**src/boot_pkg.sv**
```systemverilog
`default_nettype none

package boot_pkg;

  // uart bit period in clocks, kept short for simulation
  localparam int clks_per_bit = 8;
  localparam int bit_cnt_w = $clog2(clks_per_bit);

  // instruction memory geometry
  localparam int mem_words = 256;
  localparam int addr_w = 8;

  // the two words the boot path knows about
  localparam logic [31:0] nop_instr = 32'h0000_0013;
  localparam logic [31:0] halt_instr = 32'hffff_ffff;

  // nop words written from the marker address on
  localparam int pad_nops = 6;

  typedef enum logic [1:0] {
    rx_idle,
    rx_start_bit,
    rx_data_bits,
    rx_stop_bit
  } rx_state_t;

  // byte_n means n bytes of the current word are in
  typedef enum logic [2:0] {
    load_idle,
    load_byte_1,
    load_byte_2,
    load_byte_3,
    load_done,
    load_pad,
    load_finished
  } load_state_t;

  typedef enum logic [1:0] {
    fetch_wait_start,
    fetch_request,
    fetch_wait_data,
    fetch_halted
  } fetch_state_t;

endpackage

`default_nettype wire

```
**src/mem_arbiter.sv**
```systemverilog
`timescale 1ns/1ps
`default_nettype none

module mem_arbiter (
  input  logic                        clk,
  input  logic                        rst,
  input  logic                        wr_req,
  input  logic [boot_pkg::addr_w-1:0] wr_addr,
  input  logic [31:0]                 wr_data,
  input  logic                        rd_req,
  input  logic [boot_pkg::addr_w-1:0] rd_addr,
  output logic                        rd_gnt,
  output logic                        rd_valid,
  output logic [31:0]                 rd_data,
  output logic                        mem_en,
  output logic                        mem_we,
  output logic [boot_pkg::addr_w-1:0] mem_addr,
  output logic [31:0]                 mem_wdata,
  input  logic [31:0]                 mem_rdata
);

  // loader writes always win the port
  assign rd_gnt = rd_req && !wr_req;

  assign mem_en = wr_req || rd_req;
  assign mem_we = wr_req;
  assign mem_addr = wr_req ? wr_addr : rd_addr;
  assign mem_wdata = wr_data;

  // memory output is registered, so data lines up with rd_valid
  assign rd_data = mem_rdata;

  always_ff @(posedge clk) begin
    if (rst) begin
      rd_valid <= 1'b0;
    end else begin
      rd_valid <= rd_gnt;
    end
  end

  // a granted read has the port to itself, no write shares the cycle
  assert property (@(posedge clk) disable iff (rst)
    rd_gnt |-> mem_en && !mem_we && mem_addr == rd_addr);

endmodule

`default_nettype wire

```
**config.mk**
```make
export PLATFORM = sky130hd
export DESIGN_NAME = mem_arbiter
export DESIGN_NICKNAME = d
export VERILOG_FILES = /design/src/boot_pkg.sv /design/src/mem_arbiter.sv
export SDC_FILE = /design/constraint.sdc
export NUM_CORES = 1
export LEC_CHECK = 0
export ABC_AREA = 1
export BUFFER_PORTS_ARGS = -buffer_cell sky130_fd_sc_hd__buf_2
export CORE_AREA = 2 2 61 63
export DETAILED_ROUTE_END_ITERATION = 6
export DIE_AREA = 0 0 63 65
export GPL_ROUTABILITY_DRIVEN = 0
export GPL_TIMING_DRIVEN = 0
export PLACE_DENSITY = 0.76
export SETUP_SLACK_MARGIN = 0.2
export SLEW_MARGIN = 20
export SYNTH_ARGS = -nofsm -noshare
export SYNTH_HDL_FRONTEND = slang
export SYNTH_SLANG_ARGS = --single-unit
export TNS_END_PERCENT = 5
```
**constraint.sdc**
```tcl
create_clock -name clk -period 0.8 [get_ports clk]
set_input_delay 0.12 -clock clk [delete_from_list [all_inputs] [get_ports clk]]
set_output_delay 0.12 -clock clk [all_outputs]
set_load 0.02 [all_outputs]
```
---- Word level (Yosys, flattened, before mapping) ----
Index checks and enable logic that the tools add are counted.
word-level totals
  word-level logic and storage cells ...... 5
  register bits ........................... 1
cells by class
  reduce and logical (&&, ||, !) cells .... 3
  mux-type cells .......................... 1
operators with widths
  operator           count
  $mux 8             1
  $logic_and 1x1->1  1
  $logic_not 1->1    1
  $logic_or 1x1->1   1

---- Longest topological paths before layout ----
  word-level depth ........................ 2
  depth in mapped cells ................... 4
  mapped depth without buffers ............ 3

---- Worst setup path after synthesis ----
No wires, ideal clock.
  path type ............................... input port to output port
  start point ............................. input port wr_req
  end point ............................... output port mem_en
  slack ................................... 0.144 ns
  data arrival time ....................... 0.536 ns
  data required time ...................... 0.680 ns
  cell stages on the path ................. 2
  cell sequence ........................... buf_6 > or2_1
between the ends
  cells in the longest elaborated chain, start to end .. 1
RTL lines
  item              line               text
  from (decl)       mem_arbiter.sv:7   input logic wr_req,
  $logic_or 1x1->1  mem_arbiter.sv:25  assign mem_en = wr_req || rd_req;
  to (decl)         mem_arbiter.sv:15  output logic mem_en,
No other way between the ends.

---- Worst setup path after layout ----
Ends and elaborated chain as after synthesis.

==> results.json <==
{
  "status": "complete, no violations",
  "syn_inst": 96,
  "p_per_area_nw_per_um2": 733,
  "top_regs": "rd_valid: 1 flops",
  "core-area_um2": 3500,
  "port_buffers": 94,
  "hold_class": "input pin to flop",
  "first_global_vias": 735,
  "die_w_um": 63,
  "critPathRequiredTime_ps": 680,
  "grt_overflow": 0,
  "drive_gt1_frac": 0.921,
  "syn_avg_cell_area_um2": 6.65,
  "leakagePower_uw": 0.000850,
  "ios": 160,
  "largest_reg_flops": 1,
  "drt_iter0_markers": 2,
  "period_share": 0.888,
  "grt_pass1_wl_mm": 3.24,
  "syn_to_final_growth_pct": 108,
  "nNetsFinal": 277,
  "core.rowCount": 22,
  "ys_warn_count": 0,
  "start_util": 0.183,
  "wirelength_mm": 2.33,
  "track_usage": 0.0971,
  "post_drt_wl_per_cell_um": 9.69,
  "regMostFlops": "rd_valid",
  "drcViolationCount": 0,
  "postCtsHoldBufs": 0,
  "grt_max_degree": 10,
  "layout_commonest_cell": "buf_2",
  "synth_cell_types": 9,
  "clk_pin_slew_ps": 0,
  "maxSlewViolCount": 0,
  "via_per_inst": 3.50,
  "drtAntennaViolNets": 0,
  "place_area_um2": 1170,
  "tightest_slew_ps": 122,
  "critPathMaxFanout": 5,
  "period_minus_slack_ps": 711,
  "fin_setup_tns_ps": 0,
  "drtPass1Iterations": 4,
  "synth_nets": 180,
  "endpoint_kind": "primary output",
  "die_h_um": 65,
  "irDropWorstVdd_mv": 0.261,
  "setup_viol": 0,
  "final_cell_mix": "83 x buf_2, 68 x buf_4, 13 x nand2_1",
  "syn_area_um2": 638,
  "max_clock_freq_mhz": 1410,
  "cp_data_arrival_time_ps": 590,
  "post-route-cell-area_um2": 1330,
  "finalHoldViolCount": 0,
  "start_kind": "input pin",
  "critical_path_class": "input pin to primary output",
  "die-area_um2": 4100,
  "antenna_found_initial": 1,
  "max_cap_violations": 0,
  "rsz0062_at_grt": "yes",
  "slew_headroom": 0.919,
  "ys_ff_latch": 1,
  "ys_seq_area_frac": 0.0314,
  "num_vias": 841
}
[repair_timing]
item	4_1_cts	5_1_grt
setup endpoints to repair	10	10
endpoints found under the hold margin	0	0
setup buffers	0	0
pin swaps	7	1
cloned	1	0
resized for setup	35	3
[cell type report]
type	instances	area (µm²)
Sequential cell	1	20.0
Buffer	66	508
Fill cell	354	2170
Antenna cell	1	2.50
Multi-Input combinational cell	27	164
Inverter	2	15.0
Timing Repair Buffer	95	556
Tap cell	48	60.1
[path summary, 6_finish.rpt]
check	slack, ps	startpoint	cells after the start	endpoint
setup / recovery	90	wr_req	3	mem_en
hold / removal	290	rst	2	rd_valid$_SDFF_PP0_
[worst max-delay path, cell delays in order]
cell and delay (ps):
buf_12 110, or2_4 230, buf_6 130
[power by group]
part | leakage (µW) | internal [µW] | total (µW) | switching (µW)
registers | 0.00000822 | 52.9 | 53.4 | 0.473
logic | 0.000842 | 464 | 917 | 454
clock network | 0.00000000634 | 0.000167 | 0.000167 | 0
total | 0.000850 | 517 | 971 | 454
[cell families after synthesis]
logic type	Yosys count	share of synthesized area
DFF	1	0.0314
buffers and inverters	68	0.798
and+or+nand+nor	27	0.171
[synth_stat cells]
master   instances  area share
inv_1            1      0.0059
buf_6            1       0.018
inv_4            1      0.0098
nand2_2          1      0.0098
nand2_1         24        0.14
dfxtp_1          1       0.031
buf_4           65        0.76
or2_1            1      0.0098
nor2_2           1      0.0098
[routing by layer]
metal	part of all wire	GRT usage	wire, µm
met1	0.25	0.0792	578
met2	0.56	0.215	1310
met3	0.19	0.0451	433
met4	0	0	0
met5	0	0	0
[per-stage QoR]
stage / hold WS, ps / setup slack, ps / utilization / cells / total power, µW
2_1_floorplan: 187 / 166 / - / 96 / 636
3_3_place_gp: 284 / 45.4 / 0.336 / 238 / 868
3_5_place_dp: 286 / 42.5 / 0.336 / 238 / 874
4_1_cts: 289 / 97.8 / 0.376 / 239 / 967
5_1_grt: 300 / 74.6 / 0.378 / 239 / 1030
6_report: 288 / 89.5 / 0.379 / 240 / 971
No activity file was read; power rests on OpenSTA's default activity.
