### config.mk
export PLATFORM = sky130hd
export DESIGN_NAME = program_loader
export DESIGN_NICKNAME = d
export VERILOG_FILES = /design/src/boot_pkg.sv /design/src/program_loader.sv
export SDC_FILE = /design/constraint.sdc
export NUM_CORES = 1
export LEC_CHECK = 0
export ABC_AREA = 0
export BUFFER_PORTS_ARGS = -buffer_cell sky130_fd_sc_hd__buf_2
export CAP_MARGIN = 20
export CORE_MARGIN = 3
export CORE_UTILIZATION = 50
export CTS_CLUSTER_DIAMETER = 100
export DETAILED_ROUTE_END_ITERATION = 6
export GPL_ROUTABILITY_DRIVEN = 0
export PLACE_DENSITY_LB_ADDON = 0.15
export SLEW_MARGIN = 10
export SYNTH_ARGS = -nofsm -noshare
export SYNTH_HDL_FRONTEND = slang
export SYNTH_SLANG_ARGS = --single-unit
### constraint.sdc
create_clock -name clk -period 3.7 [get_ports clk]
set_input_delay 0 -clock clk [delete_from_list [all_inputs] [get_ports clk]]
set_output_delay 0 -clock clk [all_outputs]
set_load 0.01 [all_outputs]
### src/boot_pkg.sv
`default_nettype none

package boot_pkg;

  // uart bit period in clocks, kept short for simulation
  localparam int clks_per_bit = 8;
  localparam int bit_cnt_w = $clog2(clks_per_bit);

  // instruction memory geometry
  localparam int mem_words = 256;
  localparam int addr_w = 8;

  // the two words the boot path knows about
  localparam logic [31:0] nop_instr = 32'h0000_0013;
  localparam logic [31:0] halt_instr = 32'hffff_ffff;

  // nop words written from the marker address on
  localparam int pad_nops = 6;

  typedef enum logic [1:0] {
    rx_idle,
    rx_start_bit,
    rx_data_bits,
    rx_stop_bit
  } rx_state_t;

  // byte_n means n bytes of the current word are in
  typedef enum logic [2:0] {
    load_idle,
    load_byte_1,
    load_byte_2,
    load_byte_3,
    load_done,
    load_pad,
    load_finished
  } load_state_t;

  typedef enum logic [1:0] {
    fetch_wait_start,
    fetch_request,
    fetch_wait_data,
    fetch_halted
  } fetch_state_t;

endpackage

`default_nettype wire

### src/program_loader.sv
`timescale 1ns/1ps
`default_nettype none

module program_loader (
  input  logic                        clk,
  input  logic                        rst,
  input  logic [7:0]                  rx_byte,
  input  logic                        rx_byte_valid,
  output logic                        wr_req,
  output logic [boot_pkg::addr_w-1:0] wr_addr,
  output logic [31:0]                 wr_data,
  output logic                        start
);

  import boot_pkg::*;

  load_state_t state;
  logic [31:0] word_buf;
  logic [addr_w-1:0] word_addr;
  logic [addr_w-1:0] pad_base;
  logic [addr_w-1:0] pad_cnt;

  always_ff @(posedge clk) begin
    if (rst) begin
      state <= load_idle;
      word_addr <= '0;
      pad_cnt <= '0;
      start <= 1'b0;
    end else begin
      case (state)
        // most significant byte arrives first
        load_idle: begin
          if (rx_byte_valid) begin
            word_buf[31:24] <= rx_byte;
            state <= load_byte_1;
          end
        end

        load_byte_1: begin
          if (rx_byte_valid) begin
            word_buf[23:16] <= rx_byte;
            state <= load_byte_2;
          end
        end

        load_byte_2: begin
          if (rx_byte_valid) begin
            word_buf[15:8] <= rx_byte;
            state <= load_byte_3;
          end
        end

        load_byte_3: begin
          if (rx_byte_valid) begin
            word_buf[7:0] <= rx_byte;
            state <= load_done;
          end
        end

        // word goes to memory this cycle
        load_done: begin
          word_addr <= word_addr + 1'b1;
          // start is still low only before the first marker
          if (word_buf == halt_instr && !start) begin
            pad_base <= word_addr;
            pad_cnt <= '0;
            state <= load_pad;
          end else begin
            state <= load_idle;
          end
        end

        load_pad: begin
          pad_cnt <= pad_cnt + 1'b1;
          if (pad_cnt == addr_w'(pad_nops - 1)) begin
            state <= load_finished;
            start <= 1'b1;
          end
        end

        // halt write, then back to collecting bytes
        load_finished: begin
          state <= load_idle;
        end

        default: begin
          state <= load_idle;
        end
      endcase
    end
  end

  always_comb begin
    wr_req = 1'b0;
    wr_addr = word_addr;
    wr_data = word_buf;
    case (state)
      load_done: begin
        wr_req = 1'b1;
      end
      load_pad: begin
        wr_req = 1'b1;
        wr_addr = pad_base + pad_cnt;
        wr_data = nop_instr;
      end
      load_finished: begin
        wr_req = 1'b1;
        wr_addr = pad_base + addr_w'(pad_nops);
        wr_data = halt_instr;
      end
      default: begin
        wr_req = 1'b0;
      end
    endcase
  end

  // back to back writes only inside the padding tail
  assert property (@(posedge clk) disable iff (rst)
    wr_req && !(state inside {load_pad, load_finished}) |=> !wr_req || state == load_pad);

  // start holds until the next reset
  assert property (@(posedge clk) !rst && !$past(rst) && $past(start) |-> start);

endmodule

`default_nettype wire

* Yosys cells after proc, flatten, opt, wreduce, memory -nomap -nowiden *
Index checks and enable logic that the tools add are counted.

cells by class
  add/sub/neg operators = 4
  equal/unequal tests = 14
  mux-type cells = 12
  bitwise operators = 1
  reduce and logical (&&, ||, !) cells = 13

operator list
  kind                                                                    number
  32-bit case mux with 2 select lines                                     1
  32-bit equality test (second input constant)                            1
  8-bit case mux with 2 select lines                                      2
  3-bit two-way mux                                                       6
  3-bit case mux with 6 select lines                                      1
  8-bit by 1-bit adder with 8-bit output (second input constant)          2
  3-bit AND reduction                                                     5
  2-bit inequality test (second input constant)                           6
  3-bit equality test (second input constant)                             3
  8-bit by 3-bit adder with 8-bit output (second input constant)          1
  8-bit adder                                                             1
  8-bit by 3-bit equality test with 1-bit output (second input constant)  1
  8-bit two-way mux                                                       1
  3-bit by 2-bit equality test with 1-bit output (second input constant)  2
  5-bit AND reduction                                                     1
  2-bit AND reduction                                                     2
  3-bit by 1-bit equality test with 1-bit output (second input constant)  1
  3-bit logical NOT                                                       1
  3-bit OR reduction                                                      1
  2-bit nonzero test                                                      1
  1-bit logical AND                                                       1
  1-bit logical NOT                                                       1
  1-bit two-way mux                                                       1
  1-bit inverter                                                          1

word-level totals
  flip-flop bits (word level) = 60
  input bits = 11
  output and inout port bits = 42
  logic and storage cells = 53

* Logic depth before layout (Yosys ltp) *
  depth after elaboration = 4
  depth in mapped cells = 8
  gate-level depth less buffers = 8

* Worst setup path after synthesis *
Ideal clock, no wire load.

  kind = register to register
  from = register state[0]
  to = register word_buf[24] (enable)
  setup time = 0.395 ns
  arrival = 1.630 ns
  required time = 3.305 ns
  path slack = 1.675 ns
  cell stages (with the launch flop) = 4
  clock period less this slack = 2.025 ns
  cell sequence = dfxtp_1 -> buf_2 -> clkbuf_1 -> nor4_1

on the way
  word-level cells in the longest chain between the ends = 2

RTL lines
  what                           RTL line              text
  start, declared                program_loader.sv:17  load_state_t state;
  start signal, assigned         program_loader.sv:25  state <= load_idle;
  start signal, assigned         program_loader.sv:35  state <= load_byte_1;
  start signal, assigned         program_loader.sv:42  state <= load_byte_2;
  3-bit logical NOT              program_loader.sv:30  case (state)
  3-bit AND reduction (no line)  n/a
  end signal, assigned           program_loader.sv:34  word_buf[31:24] <= rx_byte;
  end, declared                  program_loader.sv:18  logic [31:0] word_buf;

Every way passes these cells.
A chain may end at the register's enable or synchronous reset.

* Worst setup path after layout *
  from = register pad_cnt[0]
  to = output port wr_addr[6] (netlist bit)

on the way
  word-level cells in the longest chain between the ends = 2

RTL lines
  what                                RTL line               text
  start, declared                     program_loader.sv:21   logic [addr_w-1:0] pad_cnt;
  start signal, assigned              program_loader.sv:74   pad_cnt <= pad_cnt + 1'b1;
  8-bit adder                         program_loader.sv:103  wr_addr = pad_base + pad_cnt;
  8-bit case mux with 2 select lines  program_loader.sv:97   case (state)
  end, declared                       program_loader.sv:10   output logic [boot_pkg::addr_w-1:0] wr_addr,

Every way passes these cells.

==> qor.csv <==
metric,value,unit
hold_path.class,in -> reg,
setup_viol,0,
crit_path_cell_trace,ha_1 > inv_1 > fa_1 > nor2b_1 > o31a_1 > mux2i_1 > o22a_1 > o31ai_1 > buf_2,
maxSlewHeadroom,33.4,%
clkSlewWorstSetupHoldPaths,60,ps
drc,0,
tightest_slew,997,ps
regArea,1600,um2
peakVddDrop,0.248,mV
ys_seq_area_share,50.0,%
clock_latency,340,ps
crit_required,3700,ps
dr.pass1.iters,4,
synth_seq_cells,60,
vias,2681,
crit_buf_inv,2,
grt_pass1_wl,12500,um
synthArstFlopShare,0,%
setup_tns,0,ps
nNetsFinal,414,
grt_overflow,0,
vias_per_cell,5.69,
hold_viol,0,
fill_cells,531,
critPathKind,reg -> out,
dp_hpwl,5550,um
ant_nets,0,
fin_util,62.2,%
antenna_found_initial,0,
cp-start-kind,register,
cts_setup_buffers,0,
cts_buffers,9,
post_drt_wl_per_cell,16.6,um
p_per_area,361,nW/um2
rows,28,
multi_input_area,1490,um2
status,"finished, final reports clean",
cp_slowest_stage_delay,480,ps
clockBufferDepth,2,
io_buffer_count,52,
fin_crit_sh,68.5,%
syn_area,3200,um2
dieWidth,86.1,um
pre_cts_ws,1230,ps
finClkSkew,13.2,ps
grtUsageTotal,22.0,%
htreeDepth,3,
cts_sinks,60,
hold_start,rst,
ioPinCount,53,
tritoncts,yes,
drive_gt1_share,18.9,%
synth-edff-count,40,
syn-num-nets,356,
diodes,0,
p_leak,0.00162,uW
synth_ff_type,edfxtp_1,
synth_cells,333,
core,6060,um2
end_kind,output port,
cpLargestDelayFamily,adder cells,
drtIter0Drc,272,
clock-root-buffer,clkbuf_8,
worst-path-max-fanout,8,
drv_cap,0,
rsz0062_at_grt,no,
crit_start,pad_cnt[0]$_SDFFE_PP0P_,
max_freq,394,MHz
finalCriticalPeriod,2540,ps
yosysWarnings,0,
crit_path_top_delay_cell,dfxtp_1,
grt_max_degree,34,
worstReg2RegStart,state[2]$_SDFFE_PP0P_,
synth_cell_types,53,
arrival,2540,ps
first_global_vias,2498,
die_y,86.1,um
drv_slew,0,
initial_core_util,52.9,%
syn_area_per_cell,9.62,um2
worst_slack,1160,ps
dieArea,7410,um2
syn2layout_area_growth,17.6,%
drt-total-wl,7800,um
through the flow:
step / instance area [um2] / power (uW) / hold WS (ps) / instances
floorplan: 3200 / 784 / 98.9 / 333
global placement: 3490 / 807 / 218 / 446
detailed placement: 3490 / 808 / 232 / 446
CTS: 3770 / 1370 / 83.7 / 471
global route: 3770 / 1410 / 124 / 471
finish: 3770 / 1360 / 101 / 471
cell usage after synthesis (2+ instances only):
library cell	count	area, um2
nor2b_1	3	18.8
o22a_1	4	35.0
nor3_1	6	30.0
xor2_1	10	87.6
o31ai_1	3	22.5
nand2b_1	6	37.5
a21o_1	2	15.0
o22ai_1	7	43.8
xnor2_1	9	78.8
edfxtp_1	40	1200
o21ai_0	11	55.1
a21oi_1	15	75.1
buf_6	2	22.5
nand3_1	11	55.1
nor2_1	26	97.6
nand4_1	11	68.8
dfxtp_1	20	400
and3_1	5	31.3
clkbuf_1	9	33.8
o221ai_1	2	17.5
a31oi_1	2	12.5
nand2_1	74	278
ha_1	11	138
a211oi_1	2	15.0
or2_0	2	12.5
nor4_1	3	18.8
inv_1	7	26.3
nand4b_1	2	17.5
buf_2	4	20.0
layer usage:
| layer | GRT usage, % | routed length, um | part of all wire, % |
|---|---|---|---|
| met1 | 31.1 | 3610 | 46 |
| met2 | 33.4 | 3570 | 46 |
| met3 | 5.19 | 541 | 6.9 |
| met4 | 6.76 | 74 | 0.95 |
| met5 | 0 | 0 | 0 |
area by class of cell:
class | instances | share of cell area, %
repair buffers | 64 | 9.89
clock inverters | 5 | 1.43
flip-flops and latches | 60 | 42.5
multi-input cells | 248 | 39.4
clock buffers | 11 | 3.49
inverters | 8 | 0.797
well taps | 75 | 2.49
state kept, by name (all words and copies together) (netlist names):
register / cells
start: 1
pad_base: 8
pad_cnt: 8
word_buf: 32
state: 3
word_addr: 8
kinds of logic (layout without fill, tap and decap cells):
kind of cell,Yosys count,in the layout,share of synthesized area (%)
compound gates,58,58,12.1
buf+inv,25,88,3.67
xor+xnor,19,19,5.19
mux,1,1,0.312
simple gates,158,158,23.8
fa+ha+maj,12,12,4.92
flops,60,60,50.0
layout by cell type, fill, tap and decap left out, types with 7 or more instances in the layout:
master          n
xor2_1         10
o21ai_0        11
nand3_1        11
o22ai_1         7
inv_1           7
nand2_1        74
nand4_1        11
dlygate4sd3_1   9
edfxtp_1       40
clkbuf_8        9
nor2_1         26
xnor2_1         9
dfxtp_1        20
ha_1           11
a21oi_1        15
buf_2          52
repair_timing:
action | CTS | global route
hold buffers | 9 | 0
resized for setup | 0 | 0
hold endpoints to repair | 33 | 0
setup endpoints to repair | 0 | 0
report_power, final:
part,internal [uW],total [uW],switching (uW)
logic,27.9,63.4,35.5
clock network,309,557,248
registers,723,738,15.1
total,1060,1360,299
final timing paths:
kind | end | slack [ps] | cells after the start
setup reg to reg | pad_base[5]$_DFFE_PP_ | 1250 | 4
setup / recovery | wr_addr[6] | 1160 | 9
hold / removal | start$_SDFFE_PP0P_ | 100 | 2
hold reg to reg | pad_base[7]$_DFFE_PP_ | 530 | 0
Note: power is estimated with default switching activity, not from simulation.
