## src/boot_pkg.sv

```systemverilog
`default_nettype none

package boot_pkg;

  // uart bit period in clocks, kept short for simulation
  localparam int clks_per_bit = 8;
  localparam int bit_cnt_w = $clog2(clks_per_bit);

  // instruction memory geometry
  localparam int mem_words = 256;
  localparam int addr_w = 8;

  // the two words the boot path knows about
  localparam logic [31:0] nop_instr = 32'h0000_0013;
  localparam logic [31:0] halt_instr = 32'hffff_ffff;

  // nop words written from the marker address on
  localparam int pad_nops = 6;

  typedef enum logic [1:0] {
    rx_idle,
    rx_start_bit,
    rx_data_bits,
    rx_stop_bit
  } rx_state_t;

  // byte_n means n bytes of the current word are in
  typedef enum logic [2:0] {
    load_idle,
    load_byte_1,
    load_byte_2,
    load_byte_3,
    load_done,
    load_pad,
    load_finished
  } load_state_t;

  typedef enum logic [1:0] {
    fetch_wait_start,
    fetch_request,
    fetch_wait_data,
    fetch_halted
  } fetch_state_t;

endpackage

`default_nettype wire

```

## src/uart_rx.sv

```systemverilog
`timescale 1ns/1ps
`default_nettype none

module uart_rx (
  input  logic       clk,
  input  logic       rst,
  input  logic       rx_serial,
  output logic [7:0] rx_byte,
  output logic       rx_byte_valid
);

  import boot_pkg::*;

  rx_state_t state;
  logic rx_meta;
  logic rx_sync;
  logic [bit_cnt_w-1:0] bit_cnt;
  logic [2:0] bit_idx;
  logic [7:0] shift;

  // two flops in front of the fsm, line idles high
  always_ff @(posedge clk) begin
    if (rst) begin
      rx_meta <= 1'b1;
      rx_sync <= 1'b1;
    end else begin
      rx_meta <= rx_serial;
      rx_sync <= rx_meta;
    end
  end

  always_ff @(posedge clk) begin
    if (rst) begin
      state <= rx_idle;
      bit_cnt <= '0;
      bit_idx <= '0;
      rx_byte_valid <= 1'b0;
    end else begin
      rx_byte_valid <= 1'b0;
      case (state)
        rx_idle: begin
          bit_cnt <= '0;
          if (!rx_sync) begin
            state <= rx_start_bit;
          end
        end

        rx_start_bit: begin
          // check the line again half a bit in
          if (bit_cnt == bit_cnt_w'(clks_per_bit / 2 - 1)) begin
            bit_cnt <= '0;
            bit_idx <= '0;
            if (rx_sync) begin
              state <= rx_idle;
            end else begin
              state <= rx_data_bits;
            end
          end else begin
            bit_cnt <= bit_cnt + 1'b1;
          end
        end

        rx_data_bits: begin
          if (bit_cnt == bit_cnt_w'(clks_per_bit - 1)) begin
            bit_cnt <= '0;
            // lsb first on the wire
            shift <= {rx_sync, shift[7:1]};
            bit_idx <= bit_idx + 1'b1;
            if (bit_idx == 3'd7) begin
              state <= rx_stop_bit;
            end
          end else begin
            bit_cnt <= bit_cnt + 1'b1;
          end
        end

        rx_stop_bit: begin
          if (bit_cnt == bit_cnt_w'(clks_per_bit - 1)) begin
            bit_cnt <= '0;
            state <= rx_idle;
            // bad stop bit drops the frame
            if (rx_sync) begin
              rx_byte <= shift;
              rx_byte_valid <= 1'b1;
            end
          end else begin
            bit_cnt <= bit_cnt + 1'b1;
          end
        end

        default: begin
          state <= rx_idle;
        end
      endcase
    end
  end

  // one strobe per frame, never a held level
  assert property (@(posedge clk) disable iff (rst) rx_byte_valid |=> !rx_byte_valid);

endmodule

`default_nettype wire

```

## config.mk

```make
export PLATFORM = sky130hd
export DESIGN_NAME = uart_rx
export DESIGN_NICKNAME = d
export VERILOG_FILES = /design/src/boot_pkg.sv /design/src/uart_rx.sv
export SDC_FILE = /design/constraint.sdc
export NUM_CORES = 1
export LEC_CHECK = 0
export BUFFER_PORTS_ARGS = -buffer_cell sky130_fd_sc_hd__clkbuf_2
export CAP_MARGIN = 15
export CELL_PAD_IN_SITES_DETAIL_PLACEMENT = 1
export CELL_PAD_IN_SITES_GLOBAL_PLACEMENT = 2
export CORE_MARGIN = 2
export CORE_UTILIZATION = 29
export CTS_CLUSTER_DIAMETER = 50
export DETAILED_ROUTE_END_ITERATION = 16
export PLACE_DENSITY = 0.6
export SKIP_CTS_REPAIR_TIMING = 1
export SYNTH_ARGS = -nofsm -noshare
export SYNTH_HDL_FRONTEND = slang
export SYNTH_SLANG_ARGS = --single-unit
```

## constraint.sdc

```tcl
create_clock -name clk -period 2.05 [get_ports clk]
set_input_delay 0.41 -clock clk [delete_from_list [all_inputs] [get_ports clk]]
set_output_delay 0.41 -clock clk [all_outputs]
set_load 0.01 [all_outputs]
```

; ---- Yosys cells after proc, flatten, opt, wreduce, memory -nomap -nowiden
; Index checks and enable logic that the tools add are counted.
[word_totals]
register_bits = 27
out_inout_bits = 9
elab_cells = 46
[op_classes]
n_addsub = 2
n_eq_ne = 11
muxes = 14
bitwise_logic = 3
n_reduce_logical = 8
[op_table]
columns = op, count
row1 = 2-bit two-way mux, 6
row2 = 3-bit two-way mux, 4
row3 = 2-bit inequality test (second input constant), 5
row4 = 3-bit case mux with 3 select lines, 1
row5 = 2-bit case mux with 4 select lines, 1
row6 = 3-bit by 1-bit adder with 3-bit output (second input constant), 2
row7 = 3-bit == test (second input constant), 2
row8 = 3-bit case mux with 2 select lines, 1
row9 = 3-bit AND reduction, 2
row10 = 5-bit AND reduction, 1
row11 = 2-bit == test (second input constant), 2
row12 = 4-bit AND reduction, 1
row13 = 3-bit by 2-bit == test with 1-bit output (second input constant), 1
row14 = 1-bit NOT, 3
row15 = 3-bit OR reduction, 1
row16 = 2-bit by 1-bit == test with 1-bit output (second input constant), 1
row17 = 2-bit logical NOT, 1
row18 = 2-bit nonzero test, 1
row19 = 2-bit OR reduction, 1
row20 = 1-bit two-way mux, 1

; ---- Logic depth before layout (Yosys ltp)
[logic_depth]
word_depth = 4
depth_mapped = 6
depth_no_buf = 6

; ---- Worst setup path before layout
; Ideal clock, no wire load.
[synth_path]
path_type = register to register
from = reg bit_cnt[0]
to = reg shift[0] (enable)
arrival_ns = 1.215
path_slack_ns = 0.464
stages_incl_launch_ff = 5
path_buffers = 0
synth_period_minus_slack_ns = 1.586
path_cell_list = dfxtp_1 ha_1 ha_1 nand2b_1 nor2_1
[synth_via]
elab_chain_cells = 2
[synth_rtl]
columns = item, line
row1 = from (decl), uart_rx.sv:17  ; logic [bit_cnt_w-1:0] bit_cnt;
row2 = from (signal assigned), uart_rx.sv:59  ; bit_cnt <= bit_cnt + 1'b1;
row3 = from (signal assigned), uart_rx.sv:73  ; bit_cnt <= bit_cnt + 1'b1;
row4 = from (signal assigned), uart_rx.sv:87  ; bit_cnt <= bit_cnt + 1'b1;
row5 = 3-bit == test, uart_rx.sv:64  ; if (bit_cnt == bit_cnt_w'(clks_per_bit - 1)) begin
row6 = 3-bit AND reduction (no line), --
row7 = to (signal assigned), uart_rx.sv:67  ; shift <= {rx_sync, shift[7:1]};
row8 = to (decl), uart_rx.sv:19  ; logic [7:0] shift;
; No other way between the ends.
; A chain may end at the register's enable or synchronous reset.

; ---- Worst setup path after layout
[layout_path]
from = reg bit_cnt[0]
to = reg shift[2] (enable)
; Same word-level chain as after synthesis.

==> metrics.txt <==
# TYPE chip_impl_metric gauge
chip_impl_metric{name="finalSetupViolCount",unit=""} 0
chip_impl_metric{name="max_cap_viol_count",unit=""} 0
chip_impl_metric{name="pre_cts_ws",unit="ns"} 0.512
chip_impl_metric{name="power-per-cell-area",unit="nW/um^2"} 678
chip_impl_metric{name="critical_path.max_fanout",unit=""} 8
chip_impl_metric{name="number_of_register_bits_inferred_by_synthesis",unit=""} 27
chip_impl_metric{name="seq_area_frac_synth",unit="%"} 66.4
chip_impl_metric{name="cellLeakagePower",unit="nW"} 0.433
chip_impl_metric{name="final_hold_viol_count",unit=""} 0
chip_impl_metric{name="dieArea",unit="sq um"} 4140
chip_impl_metric{name="std_cell_rows",unit=""} 21
chip_impl_metric{name="start_util",unit="%"} 30.9
chip_impl_info{name="min_path_type",value="in -> reg"} 1
chip_impl_metric{name="grt_pass1_wl",unit="mm"} 3.10
chip_impl_metric{name="worst-path-buf-inv",unit=""} 1
chip_impl_metric{name="met2_track_usage_gr",unit="%"} 16.3
chip_impl_metric{name="yosys-mux-area-fraction",unit="%"} 1.07
chip_impl_metric{name="detail_route.vias_per_cell",unit=""} 4.42
chip_impl_info{name="outcome",value="complete, no violations"} 1
chip_impl_metric{name="vias_in_the_first_global_route",unit=""} 660
chip_impl_metric{name="asyncSetResetFlopFracSynth",unit="%"} 0
chip_impl_metric{name="placeableCoreArea",unit="sq um"} 3420
chip_impl_info{name="rsz_0062_raised_after_global_routing",value="no"} 1
chip_impl_metric{name="cp.required",unit="ns"} 2.09
chip_impl_metric{name="grt_start_max_net_pins",unit=""} 18
chip_impl_metric{name="detailedRoute.firstIterationViolations",unit=""} 21
chip_impl_metric{name="hold_ws",unit="ns"} 0.275
chip_impl_metric{name="antenna-diode-count",unit=""} 0
chip_impl_metric{name="die_w",unit="um"} 64.3
chip_impl_metric{name="worst_rel_slew_slack",unit="%"} 78.1
chip_impl_metric{name="post_synth_and_or_nand_nor_area_fraction",unit="%"} 16.5
chip_impl_metric{name="num_io_pins",unit=""} 12
chip_impl_metric{name="vdd_drop_max",unit="mV"} 0.370
chip_impl_metric{name="synthCells",unit=""} 79
chip_impl_info{name="top_usage_layer",value="met2"} 1
chip_impl_metric{name="fin_crit_sh",unit="%"} 76.2
chip_impl_info{name="cts_tree",value="built"} 1
chip_impl_info{name="worst_path_dominant_cell_family",value="adder cells"} 1
chip_impl_info{name="worst-setup-path-type",value="reg -> reg"} 1
chip_impl_info{name="dominantRegCellSynth",value="edfxtp_1"} 1
chip_impl_metric{name="post_synthesis_compound_gate_area_fraction",unit="%"} 5.22
chip_impl_metric{name="drc",unit=""} 0
chip_impl_info{name="synth_top_family_by_area",value="simple AND/OR/NAND/NOR gates"} 1
chip_impl_info{name="root_buffer",value="clkbuf_4"} 1
chip_impl_metric{name="tritoncts.num_buffers",unit=""} 3
chip_impl_metric{name="areaGrowthSynthToFinish",unit="%"} 12.8
chip_impl_metric{name="post_synth_xor_area_fraction",unit="%"} 0
chip_impl_metric{name="grt_antenna_before_repair",unit=""} 0
chip_impl_metric{name="synth_warnings",unit=""} 0
chip_impl_info{name="sequence_of_cells_on_the_critical_path",value="ha_1 > ha_1 > nand2b_1 > nor2_1 > buf_4"} 1
chip_impl_metric{name="cts.path.max_buffers",unit=""} 2
chip_impl_metric{name="p_total",unit="W"} 0.000807
chip_impl_metric{name="timing_worst_slew_pin_value",unit="ns"} 0.328
chip_impl_metric{name="grt_util_met3",unit="%"} 3.70
chip_impl_metric{name="clkSlewWorstSetupHoldPaths",unit="ns"} 0.13
chip_impl_metric{name="via_count",unit=""} 614
chip_impl_info{name="critical_path.endpoint_type",value="flip-flop"} 1
chip_impl_metric{name="filler_cell_count",unit=""} 391
chip_impl_metric{name="critPathMaxStageDelay",unit="ns"} 0.36
chip_impl_metric{name="mapped_cell_area",unit="sq um"} 1050
chip_impl_metric{name="syn_area_per_cell",unit="sq um"} 13.4
chip_impl_metric{name="clk-insertion-delay-late",unit="ns"} 0.31
chip_impl_metric{name="layout.nets",unit=""} 103
chip_impl_metric{name="synth-adder-area-share",unit="%"} 7.12
chip_impl_metric{name="dr.pass1.iters",unit=""} 4
chip_impl_metric{name="route.final.wire_length",unit="mm"} 1.73
chip_impl_metric{name="finClkSkew",unit="ns"} 0.00295
chip_impl_metric{name="max_clock_freq",unit="MHz"} 640
chip_impl_metric{name="grt_remaining_overflow",unit=""} 0
chip_impl_info{name="cp-start-kind",value="flip-flop"} 1
chip_impl_metric{name="r2r_setup_slack",unit="ns"} 0.49
chip_impl_metric{name="synth_enable_flop_cells",unit=""} 16
chip_impl_metric{name="fin_tns_setup",unit="ns"} 0
chip_impl_metric{name="chipHeight",unit="um"} 64.3
chip_impl_metric{name="number_of_nets_with_antenna_violations_after_detailed_routing",unit=""} 0
chip_impl_metric{name="gpl.final_weighted_congestion",unit=""} 0.667
chip_impl_metric{name="netlist-cell-type-count",unit=""} 25
chip_impl_metric{name="clock_sinks",unit=""} 27
chip_impl_metric{name="timing.final.max_slew_violations",unit=""} 0
chip_impl_metric{name="timing.final.ws_setup",unit="ns"} 0.487
chip_impl_metric{name="synth_fp_nets",unit=""} 88
chip_impl_metric{name="routed_wl_per_cell",unit="um"} 12.4
chip_impl_metric{name="grt_util_all_layers",unit="%"} 9.82
chip_impl_metric{name="portBuffers",unit=""} 11
chip_impl_info{name="critical_path.slowest_cell",value="dfxtp_1"} 1
chip_impl_metric{name="grt.met1_usage",unit="%"} 12.4
chip_impl_info{name="timing.critical_path.mode_cell",value="ha_1"} 1
chip_impl_metric{name="share_of_post_route_cells_with_drive_strength_above_1",unit="%"} 26.9
chip_impl_metric{name="final.min_clock_period",unit="ns"} 1.56
chip_impl_metric{name="critical_path_arrival",unit="ns"} 1.60
chip_impl_metric{name="cts_max_level",unit=""} 1
-- cells in the final DEF (no fill, tap or decap) --
cell | netlist | layout
or2_2 | 2 | 2
clkinv_2 | 0 | 1
nand2b_1 | 3 | 3
nor2b_1 | 1 | 1
nand2_4 | 1 | 1
clkbuf_4 | 0 | 3
inv_1 | 3 | 3
a21oi_2 | 1 | 1
mux2_2 | 1 | 1
clkbuf_2 | 0 | 11
nor2_1 | 5 | 5
edfxtp_1 | 16 | 16
nand3_1 | 6 | 6
and2b_2 | 1 | 1
nand2_1 | 3 | 3
nand3b_1 | 4 | 4
or3_1 | 1 | 1
ha_1 | 6 | 6
dfxtp_1 | 11 | 11
a21oi_1 | 3 | 3
buf_4 | 1 | 3
nor3_1 | 1 | 1
a31oi_1 | 3 | 3
a211oi_2 | 1 | 1
nor3b_1 | 2 | 2
-- synthesized netlist by cell type (2+ instances only) --
cell / count / area, sq um
nand3b_1: 4 / 30.0
inv_1: 3 / 11.3
ha_1: 6 / 75.1
nand2_1: 3 / 11.3
nand2b_1: 3 / 18.8
nor3b_1: 2 / 15.0
a21oi_1: 3 / 15.0
dfxtp_1: 11 / 220
a31oi_1: 3 / 18.8
nor2_1: 5 / 18.8
edfxtp_1: 16 / 480
nand3_1: 6 / 30.0
or2_2: 2 / 12.5
-- area by class of cell --
class / instances / area [sq um] / share of cell area [%]
tap: 46 / 57.6 / 4.84
sequential: 27 / 701 / 58.9
timing repair buffer: 14 / 77.6 / 6.52
multi-input combinational: 45 / 315 / 26.5
clock buffer: 3 / 22.5 / 1.89
clock inverter: 1 / 5.00 / 0.421
inverter: 3 / 11.3 / 0.946
-- cell families (layout without fill, tap and decap cells) --
group | after synthesis | after routing
compound gates | 8 | 8
fa+ha+maj | 6 | 6
mux | 1 | 1
buf+inv | 7 | 21
simple gates | 30 | 30
flops | 27 | 27
-- worst paths after layout --
kind,from,to,cells after the start
setup reg to reg,bit_cnt[0]$_SDFF_PP0_,shift[2]$_DFFE_PP_,5
hold reg to reg,rx_meta$_SDFF_PP1_,rx_sync$_SDFF_PP1_,1
setup / recovery,bit_cnt[0]$_SDFF_PP0_,shift[2]$_DFFE_PP_,5
hold / removal,rx_serial,rx_meta$_SDFF_PP1_,2
-- registers in the layout, summed over array words and instances, names as in the netlist, named ones only --
signal         flops
rx_byte            8
shift              8
bit_cnt            3
bit_idx            3
rx_byte_valid      1
rx_meta            1
rx_sync            1
state              1
-- power breakdown --
part           internal, W  switching [W]
Clock            0.0000729       0.000143
Sequential        0.000571     0.00000421
Combinational   0.00000758     0.00000744
-- metal layers --
metal	wire, um	up-vias
met2	806	11
li1	-	306
met1	851	297
met5	0	-
met3	70	0
met4	0	0
-- through the flow --
stage	cells	util [%]	area, sq um
after detailed placement	135	34.0	1160
after global placement	135	34.0	1160
after CTS	139	34.8	1190
after floorplan	79	-	1050
final	139	34.8	1190
after global routing	139	34.8	1190
Note: power is estimated with default switching activity, not from simulation.
