`config.mk`:
```
export PLATFORM = sky130hd
export DESIGN_NAME = fetch_unit
export DESIGN_NICKNAME = d
export VERILOG_FILES = /design/src/boot_pkg.sv /design/src/fetch_unit.sv
export SDC_FILE = /design/constraint.sdc
export NUM_CORES = 1
export LEC_CHECK = 0
export BUFFER_PORTS_ARGS = -buffer_cell sky130_fd_sc_hd__buf_4
export CORE_MARGIN = 3
export CORE_UTILIZATION = 35
export CTS_CLUSTER_SIZE = 12
export DETAILED_ROUTE_END_ITERATION = 6
export PLACE_DENSITY = 0.76
export SETUP_SLACK_MARGIN = 0.15
export SKIP_CTS_REPAIR_TIMING = 1
export SLEW_MARGIN = 40
export SYNTH_ARGS = -nofsm -noshare
export SYNTH_HDL_FRONTEND = slang
export SYNTH_SLANG_ARGS = --single-unit
```
`constraint.sdc`:
```
create_clock -name clk -period 2 [get_ports clk]
set_clock_uncertainty 0.1 [all_clocks]
set_input_delay 0.1 -clock clk [delete_from_list [all_inputs] [get_ports clk]]
set_output_delay 0.1 -clock clk [all_outputs]
set_load 0.02 [all_outputs]
```
`src/boot_pkg.sv`:
```
`default_nettype none

package boot_pkg;

  // uart bit period in clocks, kept short for simulation
  localparam int clks_per_bit = 8;
  localparam int bit_cnt_w = $clog2(clks_per_bit);

  // instruction memory geometry
  localparam int mem_words = 256;
  localparam int addr_w = 8;

  // the two words the boot path knows about
  localparam logic [31:0] nop_instr = 32'h0000_0013;
  localparam logic [31:0] halt_instr = 32'hffff_ffff;

  // nop words written from the marker address on
  localparam int pad_nops = 6;

  typedef enum logic [1:0] {
    rx_idle,
    rx_start_bit,
    rx_data_bits,
    rx_stop_bit
  } rx_state_t;

  // byte_n means n bytes of the current word are in
  typedef enum logic [2:0] {
    load_idle,
    load_byte_1,
    load_byte_2,
    load_byte_3,
    load_done,
    load_pad,
    load_finished
  } load_state_t;

  typedef enum logic [1:0] {
    fetch_wait_start,
    fetch_request,
    fetch_wait_data,
    fetch_halted
  } fetch_state_t;

endpackage

`default_nettype wire

```
`src/fetch_unit.sv`:
```
`timescale 1ns/1ps
`default_nettype none

module fetch_unit (
  input  logic                        clk,
  input  logic                        rst,
  input  logic                        start,
  output logic                        rd_req,
  output logic [boot_pkg::addr_w-1:0] rd_addr,
  input  logic                        rd_gnt,
  input  logic                        rd_valid,
  input  logic [31:0]                 rd_data,
  output logic [31:0]                 instr,
  output logic [boot_pkg::addr_w-1:0] instr_addr,
  output logic                        instr_valid,
  output logic                        halted
);

  import boot_pkg::*;

  fetch_state_t state;
  logic [addr_w-1:0] fetch_addr;

  always_ff @(posedge clk) begin
    if (rst) begin
      state <= fetch_wait_start;
      fetch_addr <= '0;
    end else begin
      case (state)
        fetch_wait_start: begin
          if (start) begin
            state <= fetch_request;
          end
        end

        // hold the request until the loader lets go of the port
        fetch_request: begin
          if (rd_gnt) begin
            state <= fetch_wait_data;
          end
        end

        fetch_wait_data: begin
          if (rd_valid) begin
            if (rd_data == halt_instr) begin
              state <= fetch_halted;
            end else begin
              fetch_addr <= fetch_addr + 1'b1;
              state <= fetch_request;
            end
          end
        end

        fetch_halted: begin
          state <= fetch_halted;
        end

        default: begin
          state <= fetch_wait_start;
        end
      endcase
    end
  end

  assign rd_req = (state == fetch_request);
  assign rd_addr = fetch_addr;

  // word is presented in the cycle it returns
  assign instr = rd_data;
  assign instr_addr = fetch_addr;
  assign instr_valid = rd_valid && (state == fetch_wait_data);
  assign halted = (state == fetch_halted);

  // only one read in flight, so data never shows up unasked
  assert property (@(posedge clk) disable iff (rst) rd_valid |-> state == fetch_wait_data);

endmodule

`default_nettype wire

```
# Yosys cells after proc, flatten, opt, wreduce, memory -nomap -nowiden
# Index checks and enable logic that the tools add are counted.
[word_totals]
word_cells = 20
in_bits = 37
ff_bits = 10
output_inout_bits = 51
[op_classes]
n_bitwise = 1
n_eq_ne = 7
add_sub_neg = 1
mux = 5
n_reduce_logical = 4
[op_table]
columns = ["cell", "n"]
rows = [
  ["equality test 32 bit (second input constant)", 1],
  ["adder 8 x 1 -> 8 bit (second input constant)", 1],
  ["two-way mux 2 bit", 4],
  ["one-hot mux 2 bit (4 select lines)", 1],
  ["AND reduction 3 bit", 2],
  ["equality test 2 bit (second input constant)", 2],
  ["!= test 2 bit (second input constant)", 2],
  ["equality test 2 x 1 -> 1 bit (second input constant)", 1],
  ["zero test 2 bit", 1],
  ["!= test 2 x 1 -> 1 bit (second input constant)", 1],
  ["logical AND 1 bit", 1],
  ["NOT 1 bit", 1],
]

# Longest topological paths before layout
# Gate-level depths: netlist of the first run.
[depth]
depth_word = 4
depth_mapped = 5
mapped_depth_nobuf = 5

# Least setup slack after synthesis of the first run
# OpenSTA, ideal clock, no wires.
[synth_timing]
kind = "register -> register"
from = "register state[1]"
to = "register fetch_addr[3] (netlist: instr_addr[3])"
period_less_slack_ps = 1770
path_slack_ps = 230
n_path_buf = 0
required_time_ps = 1779
setup_ps = 121
stages_incl_launch_ff = 5
arrival_time_ps = 1549
cell_sequence = "dfxtp_1 -> and3b_1 -> a21boi_2 -> and4_4 -> mux2_4"
[synth_between]
elab_chain_cells = 2
[synth_rtl]
columns = ["item", "line", "rtl"]
rows = [
  ["from (decl)", "fetch_unit.sv:21", "fetch_state_t state;"],
  ["from (signal assigned)", "fetch_unit.sv:26", "state <= fetch_wait_start;"],
  ["from (signal assigned)", "fetch_unit.sv:32", "state <= fetch_request;"],
  ["from (signal assigned)", "fetch_unit.sv:39", "state <= fetch_wait_data;"],
  ["equality test 2 bit", "fetch_unit.sv:29", "case (state)"],
  ["AND reduction 3 bit (no line)", "-", ""],
  ["to (signal assigned)", "fetch_unit.sv:48", "fetch_addr <= fetch_addr + 1'b1;"],
  ["to (decl)", "fetch_unit.sv:22", "logic [addr_w-1:0] fetch_addr;"],
]
# No other way between the ends.
# A chain may end at the register's enable or synchronous reset.

# Worst setup path in the final report of the first run
# Same ends and word-level chain as after synthesis.

==> results of run 1 <==
## flip-flops by register name, summed over array words and instances (netlist names)
signal / count
state: 2
instr_addr: 8
## cell usage after synthesis, drive strengths merged
cell,count,share of area
buf,40,0.34
nand4,11,0.085
dfxtp,10,0.23
nor2,9,0.038
a21oi,3,0.017
mux2,3,0.043
nor2b,3,0.021
xnor2,3,0.030
a211oi,2,0.017
mux2i,2,0.023
nor4,2,0.048
a21boi,1,0.013
a221oi,1,0.0099
a31o,1,0.0099
and2,1,0.0071
and3,1,0.0071
and3b,1,0.0099
and4,1,0.013
clkbuf,1,0.0043
ha,1,0.014
inv,1,0.0043
nand2,1,0.0043
nand2b,1,0.0071
nor3,1,0.0057
## cell families (layout without fill, tap and decap cells)
logic type	count (synthesis)	after routing	share of synthesized area
buf+inv	42	93	0.349
simple gates	32	32	0.247
flops	10	10	0.227
compound gates	8	8	0.0668
mux	5	5	0.0653
xor+xnor	3	3	0.0298
fa+ha+maj	1	1	0.0142
## per-stage QoR
stage	setup WS [ps]	cells	total power [mW]	hold WS (ps)	instance area, um2
floorplan	230	101	0.330	111	881
global placement	343	175	0.405	213	1260
detailed placement	286	175	0.409	226	1260
CTS	273	179	0.595	-58.9	1300
global route	177	180	0.621	12.5	1310
finish	263	180	0.593	-6.35	1310
## worst reg2reg max path, delay by kind of cell, from the launching register on
| family | cells | cell delay, ps |
|---|---|---|
| multiplexers | 1 | 290 |
| AO/OA/AOI/OAI | 1 | 330 |
| flip-flops | 1 | 410 |
| AND/OR/NAND/NOR | 2 | 500 |
## path summary, 6_finish.rpt
check                                endpoint  slack [ps]  cells past startpoint
worst max register to register  instr_addr[3]         260                      4
worst min-delay path            instr_addr[7]          -6                      2
worst max-delay path            instr_addr[3]         260                      4
worst min register to register       state[0]         460                      2
## area by class of cell
type	count	area (um2)	share of cell area
Timing Repair Buffer	88	663	0.506
Clock buffer	4	36.3	0.0277
Inverter	1	3.75	0.00286
Tap cell	28	35.0	0.0267
Sequential cell	10	200	0.153
Multi-Input combinational cell	49	373	0.284
## metal layers
metal,wire [um],up-vias,part of all wire,GRT usage
li1,-,417,-,-
met1,805,384,0.34,0.161
met2,1280,48,0.54,0.274
met3,247,2,0.11,0.0441
met4,17,0,0.0072,0.0407
met5,0,-,0,0
## power by group
part	leakage, nW	switching (mW)	internal [mW]
Sequential	0.0809	0.00429	0.202
Combinational	0.572	0.0974	0.101
Clock	0.0210	0.0780	0.111
Total	0.674	0.180	0.414
==> results list, run 1 <==
- The run finished, with violations left.
- Violations in the final reports: negative hold slack
* Horizontal die dimension: 56.2 um
- Wire length of the first global-routing pass: 3.85 mm
- Worst path top cell family by delay: simple AND/OR/NAND/NOR gates
- Leakage: 0.674 nW
- The routed layout has 851 vias.
- Detailed placement finished with a half-perimeter wire length of 2.03 mm.
- Peak supply drop: 0.250 mV
- The filler cells instantiated in the layout total 206.
- Number of distinct library cells after synthesis: 26
* Die area: 3150 um2
- Net count after synthesis: 139
* Crit share post-route: 0.868
- Fraction of final layout cells sized beyond drive strength 1: 0.658
* Total Negative Setup Slacks: 0 ps
- Upper clock frequency limit: 576 MHz
- At the worst endpoint, the required time is 2060 ps.
- The clock net in this run drives a total of 10 sinks.
- Antenna cell count: 0
- Compared with the post-synthesis result, the final layout area differs by 48.9%.
- Maximum number of pins on one net before global-route repair: 15
- Series of cell instances along the critical path: and3b_1 > a21boi_2 > and4_4 > mux2_4
- Most common cell after layout, fill and taps aside: sky130_fd_sc_hd__buf_4
- Setup repair after global routing left no endpoint under its margin.
* Worst hold-check slack: -6.35 ps
* Clock latency of the later-clocked register in the worst-skew pair: 270 ps
* Top Ports: 88
* Wire per inst: 13.0 um
- After the first detailed-routing iteration, the DRC count stood at 15.
* Class of the worst hold path: in2reg
- Hold Violations, Final: 2
- The pre-antenna-repair detailed-routing pass consisted of 4 iterations.
- Initial antenna violation count: 0
* Mapped Area: 881 um2
- Cell with the largest stage delay on the worst path: sky130_fd_sc_hd__dfxtp_1
- Start-to-end type of the worst setup path: reg2reg
- Endpoint arrival time on the critical path: 1800 ps
- For this run, the share of the core covered by cells in the final layout is 0.571.
* Average via count per standard cell: 4.73
- A synthesized cell averages 8.72 um2.
- Routability congestion estimate: 0.758
- Setup violators final: 0
* Total wire length: 2.35 mm
- Critical path fanouts, max: 7
- For this run, the register share of the synthesized area comes to 0.227.
- DRC violations left: 0
- The clock passes through at most 2 buffers.
- Across the run, the number of max-cap violations was 0.
* Start point of the worst hold path: rst
* Worst setup EP type: flop
- Clock root buffer master: sky130_fd_sc_hd__clkbuf_4
- Number of nets still failing antenna checks after routing: 0
- Synthesis handed over a netlist of 101 instances.
* Time the final worst path needs with I/O delays and setup: 1740 ps
* Clock-pin slew reported for the worst setup and hold paths after clock tree synthesis: 70 ps
- TritonCTS buffer count: 3
- Row generation in the floorplan step produced 17 rows.
- Synthesized flop and latch total: 10
- The top cell types in the final layout, fill and taps aside, are sky130_fd_sc_hd__buf_4, sky130_fd_sc_hd__nand4_1, sky130_fd_sc_hd__dfxtp_1.
- The critical path starts at state[1].
- DIE HEIGHT: 56.2 um
- GRT overflow: 0
* Starting density of the core: 0.383
* Sum of buffers and inverters on the critical path: 0
- The number of global-route vias before repair was 846.
- Total GRT Usage: 0.148
* Worst R2R Start: state[1]
- STA classifies the critical path startpoint as a flop.
- In the final design database the tool counted 191 nets.
* Core area: 2300 um2
* H-tree Lvls: 1
* Port bufs: 87
* Max Transition Viols Final: 0
- Total power per unit cell area: 452 nW/um2
- Largest incremental delay on the critical path: 410 ps
- Count of yosys warnings during synthesis: 0
- Slew headroom: 0.776
- For the pin with the worst max-slew slack, the measured transition is 333 ps.
- TritonCTS clock tree: built
No activity file was read; power rests on OpenSTA's default activity.
==> inputs of run 2 (changes only) <==
- CELL_PAD_IN_SITES_DETAIL_PLACEMENT: default -> 1
- CELL_PAD_IN_SITES_GLOBAL_PLACEMENT: default -> 1
- CORE_UTILIZATION: 35 -> 23
- PLACE_DENSITY: 0.76 -> 0.77
==> run 2 against run 1 <==
Compared with the run above:
- the flow now finishes without violations
- non-clock buffer count unchanged
- global-route usage down 3.2 points
- die area rose by 46%
- combinational power hardly changed
- largest cell class unchanged
- flip-flop and latch count unchanged
==> results list, run 2 (synthesis gave the netlist of run 1 again) <==
- Status: finished clean
- The number of buffers created by CTS is 3 (unchanged).
- The number of violations of the max-capacitance limit is 0 (unchanged).
- Maximum number of pins on one net before global-route repair: 15 (unchanged)
- Final layout net count: 191 (unchanged)
- The maximum ir drop on the vdd rail came to 0.192 mV (-23%).
- Setup repair after global routing left no endpoint under its margin.
* Average via count per standard cell: 4.47 (-5.5%)
* First-iteration detailed-routing DRC count: 22 (+7)
- Relative to the synthesized area, the layout overhead comes to 52.8%.
* Total wire length: 2.72 mm (+16%)
- Number of search-and-repair iterations in the first detailed-routing pass: 4 (unchanged)
* Horizontal die dimension: 67.9 um (+21%)
* Highest-count cells in the layout ignoring fill and taps: sky130_fd_sc_hd__buf_4, sky130_fd_sc_hd__nand4_1, sky130_fd_sc_hd__dfxtp_1
- The power dissipated by switching net loads is 0.178 mW (-0.88%).
- Start point of the worst hold path: rst
- Crit path required time: 2020 ps (-40 ps)
* End of the worst register-to-register path: instr_addr[3]
* Worst Hold Path EP: instr_addr[5]
- Endpoint arrival time on the critical path: 1710 ps (-90 ps)
- Critical path fanouts, max: 7 (unchanged)
* Flop2flop setup slack: 310 ps (+50 ps)
- The length in cells of the worst reg-to-reg path was 4 (unchanged).
* Most common cell after layout, fill and taps aside: sky130_fd_sc_hd__buf_4
- Total power per unit cell area: 456 nW/um2 (+0.83%)
- Wire length of the first global-routing pass: 4.08 mm (+5.9%)
* Largest incremental delay on the critical path: 400 ps (about the same)
* Hold Violations, Final: 0 (-2)
- The fraction of layout instances using a drive strength above 1 was 0.656 (-0.00227).
- Antenna cell count: 0 (unchanged)
* Worst-Margin Slew: 389 ps (+55.6 ps)
* Clock network fraction of total power: 0.337 (+0.019)
- The utilization after layout was 0.382 (-0.188).
- Clock-pin slew reported for the worst setup and hold paths after clock tree synthesis: 50 ps (-20 ps)
* Number of flip-flops under the largest register name: 8 (unchanged)
- The startpoint identified for the worst register-to-register timing path is state[1].
* GRT overflow: 0 (unchanged)
* Setup violators final: 0 (unchanged)
- Time the final worst path needs with I/O delays and setup: 1690 ps (-47.2 ps)
- Clock latency of the later-clocked register in the worst-skew pair: 240 ps (-30 ps)
* Top Ports: 88 (unchanged)
- DRC violations left: 0 (unchanged)
* Leakage: 0.676 nW (+0.20%)
- The count of pins over their slew limit came to 0 (unchanged).
- The full die area was 4610 um2 (+46%).
- The critical path starts at state[1].
- The largest individual stage delay along the critical path comes from the cell sky130_fd_sc_hd__dfxtp_1.
- Worst setup EP type: flop
- The HPWL after detailed placement is 2.38 mm (+17%).
- TritonCTS clock tree: built
- The count of buffers from port buffering is 87 (unchanged).
- The vertical extent of the die came to 67.9 um (+21%).
* H-tree Lvls: 1 (unchanged)
- The share of the clock period used by the worst path came to 0.845 (-0.0236).
- The sequential share of power is 0.339 (-0.009).
* Proportion of total power due to net switching: 0.290 (-0.0129)
- Wire per inst: 13.8 um (+5.9%)
* Class of the worst hold path: in2reg
- Number of nets still failing antenna checks after routing: 0 (unchanged)
- The sum of negative setup slack came to 0 ps (unchanged).
* Total GRT Usage: 0.116 (-0.0317)
- Number of cell rows: 21 (+4)
- Via count of the first global-routing pass: 926 (+9.5%)
- Starting density of the core: 0.250 (-0.133)
- Series of cell instances along the critical path: and3b_1 > a21boi_4 > and4_4 > mux2_4
* Fraction of power consumed by combinational cells: 0.324 (-0.010)
* Count of fill cells added during filler insertion: 432 (+110%)
- The root buffer cell chosen for the clock tree is sky130_fd_sc_hd__clkbuf_8.
* Hold path depth: 2 (unchanged)
- The clock tree buffer depth came to 2 (unchanged).
* Initial antenna violation count: 0 (unchanged)
- The multi-input combinational cell area is 380 um2 (+2.0%).
- Clock tree sinks: 10 (unchanged)
* Sequential cell area: 200 um2 (unchanged)
* Internal Pwr Total: 0.436 mW (+5.4%)
* Upper clock frequency limit: 592 MHz (+2.8%)
- The final weighted congestion in routability-driven placement is 0.614 (-19%).
- STA classifies the critical path startpoint as a flop.
* Start-to-end type of the worst setup path: reg2reg
* Total via count after detailed routing: 880 (+3.4%)
* Slew headroom: 0.739 (-0.0373)
- The floorplan core area was 3520 um2 (+53%).
[run 2: cell types whose count changed in the layout (fill, tap and decap cells not counted), sizes merged]
cell / before / now
clkbuf: 4 / 3
[run 2: power groups by stage]
stage | sequential, mW | combinational (mW) | clock, mW
after detailed placement | 0.212 | 0.200 | 0
final | 0.208 | 0.199 | 0.207
after CTS | 0.208 | 0.200 | 0.215
after global routing | 0.208 | 0.214 | 0.223
after global placement | 0.211 | 0.195 | 0
after floorplan | 0.211 | 0.119 | 0
[run 2: metal layers]
| layer | vias to the layer above | wire length, um | part of all wire | GRT usage |
|---|---|---|---|---|
| met4 | 0 | 19 | 0.0070 | 0.0372 |
| met1 | 413 | 885 | 0.33 | 0.106 |
| met3 | 2 | 298 | 0.11 | 0.0345 |
| met2 | 53 | 1520 | 0.56 | 0.239 |
| li1 | 412 | - | - | - |
| met5 | - | 0 | 0 | 0 |
[run 2: worst max-delay path by stage]
stage | end | slack [ps] | cells after the start
floorplan | instr_addr[3] | 230 | 4
global placement | instr_addr[3] | 330 | 6
detailed placement | instr_addr[3] | 240 | 4
CTS | instr_addr[3] | 230 | 4
global route | instr_addr[3] | 220 | 4
finish | instr_addr[3] | 310 | 4
[run 2: cell type report]
cell class / instances / share of cell area
Sequential cell: 10 / 0.149
Timing Repair Buffer: 88 / 0.493
Clock buffer: 3 / 0.0307
Inverter: 1 / 0.00279
Multi-Input combinational cell: 49 / 0.283
Tap cell: 46 / 0.0428
[run 2: stage by stage]
step / power [mW] / cells / area [um2] / hold WS (ps) / setup WS (ps)
3_5_place_dp: 0.411 / 193 / 1290 / 222 / 237
6_report: 0.614 / 197 / 1350 / 40.9 / 310
4_1_cts: 0.623 / 196 / 1330 / -33.8 / 228
5_1_grt: 0.645 / 197 / 1350 / 57.2 / 217
3_3_place_gp: 0.406 / 193 / 1290 / 211 / 327
2_1_floorplan: 0.330 / 101 / 881 / 111 / 230
[run 2: worst max-delay path, delay by kind of cell (launching register included)]
family          cells  cell delay, ps
compound gates      1             300
flops               1             400
mux                 1             290
simple gates        2             490
==> inputs of run 3 (changes only) <==
- clock period: 2 -> 1.8 ns (I/O delays scaled with it)
==> run 3 against run 2 <==
Compared with the run above:
- flip-flop and latch count is the same
- wire length is 4.2% higher
- critical path depth is the same
- sequential power increased by 11%
- worst setup slack worse by 100 ps
- clock power up 8%
- sequential share of layout area is 0.34 points lower
- highest routed layer unchanged
- via count up 4.0%
- combinational power is 13% higher
- critical path type unchanged
- first-iteration DRC count down 68%
- final cell count up 2.5%
==> results list, run 3 (synthesis gave the netlist of run 1 again) <==
* Top Ports: 88 (unchanged)
* First-iteration detailed-routing DRC count: 7 (-68%)
- The number of antenna violations at the first check in global routing was 0 (unchanged).
- The full die area came to 4610 um2 (unchanged).
- Antenna cell count: 0 (unchanged)
- The floorplan core area is 3520 um2 (unchanged).
- Upper clock frequency limit: 629 MHz (+6.2%)
* GRT overflow: 0 (unchanged)
* Endpoint arrival time on the critical path: 1610 ps (-100 ps)
- The top cell types in the final layout, fill and taps aside, are sky130_fd_sc_hd__buf_4, sky130_fd_sc_hd__nand4_1, sky130_fd_sc_hd__nor2_1, sky130_fd_sc_hd__dfxtp_1.
- Worst R2R Start: state[0]
- Element type at the critical path start: flop
* Critical path fanouts, max: 7 (unchanged)
- The count of pins over their slew limit is 0 (unchanged).
- Crit path launch: state[0]
* TritonCTS buffer count: 3 (unchanged)
- The post-route minimum period is 1590 ps (-99.0 ps).
- The first-pass GRT wire length is 4.26 mm (+4.4%).
- Start point of the worst hold path: rst
- The clock tree buffer depth was 2 (unchanged).
- The residual antenna-violating net count after detailed routing came to 0 (unchanged).
- Crit path required time: 1820 ps (-200 ps)
- The number of violations of the max-capacitance limit came to 0 (unchanged).
- Port bufs: 87 (unchanged)
* Worst setup EP type: flop
- Post-detail-place hpwl: 2.47 mm (+3.8%)
- DIE HEIGHT: 67.9 um (unchanged)
* Final layout net count: 196 (+2.6%)
- Hold path depth: 2 (unchanged)
* RSZ-0062 raised after global routing: false
- The number of vias in the routed layout came to 915 (+4.0%).
- End of the worst register-to-register path: instr_addr[3]
- Crit share post-route: 0.884 (+0.0389)
* Clock root buffer master: sky130_fd_sc_hd__clkbuf_8
* Start-to-end type of the worst setup path: reg2reg
- For hold timing, the worst endpoint is instr_addr[7].
- Overall power consumption: 0.679 mW (+11%)
- The final design instance area without fill was 1390 um2 (+3.0%).
* Number of standard cells in the layout, taps in and fillers out: 202 (+2.5%)
- Synthesis-to-layout area growth: 57.4%
- The DRC violation count after routing was 0 (unchanged).
- The maximum level of the CTS H-tree is 1 (unchanged).
* Peak supply drop: 0.214 mV (+12%)
- TritonCTS clock tree: built
* Number of cell instances on the worst register-to-register path: 4 (unchanged)
- Worst hold-check slack: 41.4 ps (+0.559 ps)
* Status: finished clean
- The detailed-route vias per instance was 4.53 (+1.4%).
* Setup violators final: 0 (unchanged)
* Total wire length: 2.84 mm (+4.2%)
* Total power per unit cell area: 490 nW/um2 (+7.4%)
- The path class of the tightest hold or removal check is in2reg.
* Starting density of the core: 0.250 (unchanged)
- The number of flip-flops in the largest register is 8 (unchanged).
- Total GRT Usage: 0.120 (+0.00410)
- Number of search-and-repair iterations in the first detailed-routing pass: 4 (unchanged)
- The slew of the pin with the lowest slew margin is 320 ps (-69.2 ps).
* Fraction of final layout cells sized beyond drive strength 1: 0.679 (+0.0239)
- The CTS clock-pin slew for the worst setup and hold paths came to 40 ps (about the same).
- Slew headroom: 0.785 (+0.0465)
* Total Negative Setup Slacks: 0 ps (unchanged)
- Hold Violations, Final: 0 (unchanged)
- Routability congestion estimate: 0.675 (+10%)
* Horizontal die dimension: 67.9 um (unchanged)
- Via count of the first global-routing pass: 974 (+5.2%)
- The total leakage power came to 0.703 nW (+4.0%).
* Maximum number of pins on one net before global-route repair: 15 (unchanged)
- Placed insts: 195 (+1.0%)
* Flop2flop setup slack: 210 ps (-100 ps)
- Clock tree sinks: 10 (unchanged)
- The latest clock arrival within the worst-skew pair is 230 ps (about the same).
* DP Area: 1310 um2 (+1.9%)
* Number of cell rows: 21 (unchanged)
- Most common cell after layout, fill and taps aside: sky130_fd_sc_hd__buf_4
- The average wire per cell in the routed design was 14.0 um (+1.6%).
-- run 3: cell types whose count changed in the layout (fill, tap and decap cells not counted) --
cell / change
sky130_fd_sc_hd__dfxtp_2: +1
sky130_fd_sc_hd__and3b_2: +1
sky130_fd_sc_hd__and3b_1: -1
sky130_fd_sc_hd__dfxtp_1: -1
sky130_fd_sc_hd__buf_4: +5
-- run 3: worst max-delay path: stages (launching register included) --
cell and delay [ps]:
sky130_fd_sc_hd__dfxtp_1 330, sky130_fd_sc_hd__and3b_2 250, sky130_fd_sc_hd__a21boi_4 260, sky130_fd_sc_hd__and4_4 250
sky130_fd_sc_hd__mux2_4 290
-- run 3: cell type report --
cell class,instances,area [um2]
multi-input cells,49,382
repair buffers,93,701
clock buffers,3,41.3
flip-flops and latches,10,201
inverters,1,3.75
well taps,46,57.6
fillers,409,2130
-- run 3: routing by layer --
| metal | up-vias | track usage | wire length [um] |
|---|---|---|---|
| li1 | 424 | - | - |
| met1 | 429 | 0.113 | 911 |
| met2 | 60 | 0.255 | 1610 |
| met3 | 2 | 0.0312 | 299 |
| met4 | 0 | 0.0223 | 19 |
| met5 | - | 0 | 0 |
-- run 3: worst max-delay path by stage --
stage | endpoint | depth (start not counted)
2_1_floorplan | instr_addr[3] | 4
3_3_place_gp | instr_addr[3] | 6
3_5_place_dp | instr_addr[3] | 4
4_1_cts | instr_addr[3] | 4
5_1_grt | instr_addr[3] | 4
6_report | instr_addr[3] | 4
-- run 3: where the power goes --
| part | internal, mW | total, mW | switching, mW | leakage (nW) |
|---|---|---|---|---|
| Clock | 0.146 | 0.224 | 0.0780 | 0.0216 |
| Combinational | 0.114 | 0.224 | 0.110 | 0.600 |
| Sequential | 0.226 | 0.231 | 0.00476 | 0.0814 |
| Total | 0.486 | 0.679 | 0.193 | 0.703 |
-- run 3: stage by stage --
step / utilization / setup WS, ps
2_1_floorplan: - / 161
3_3_place_gp: 0.373 / 220
4_1_cts: 0.385 / 159
5_1_grt: 0.394 / 148
6_report: 0.394 / 209
3_5_place_dp: 0.373 / 175
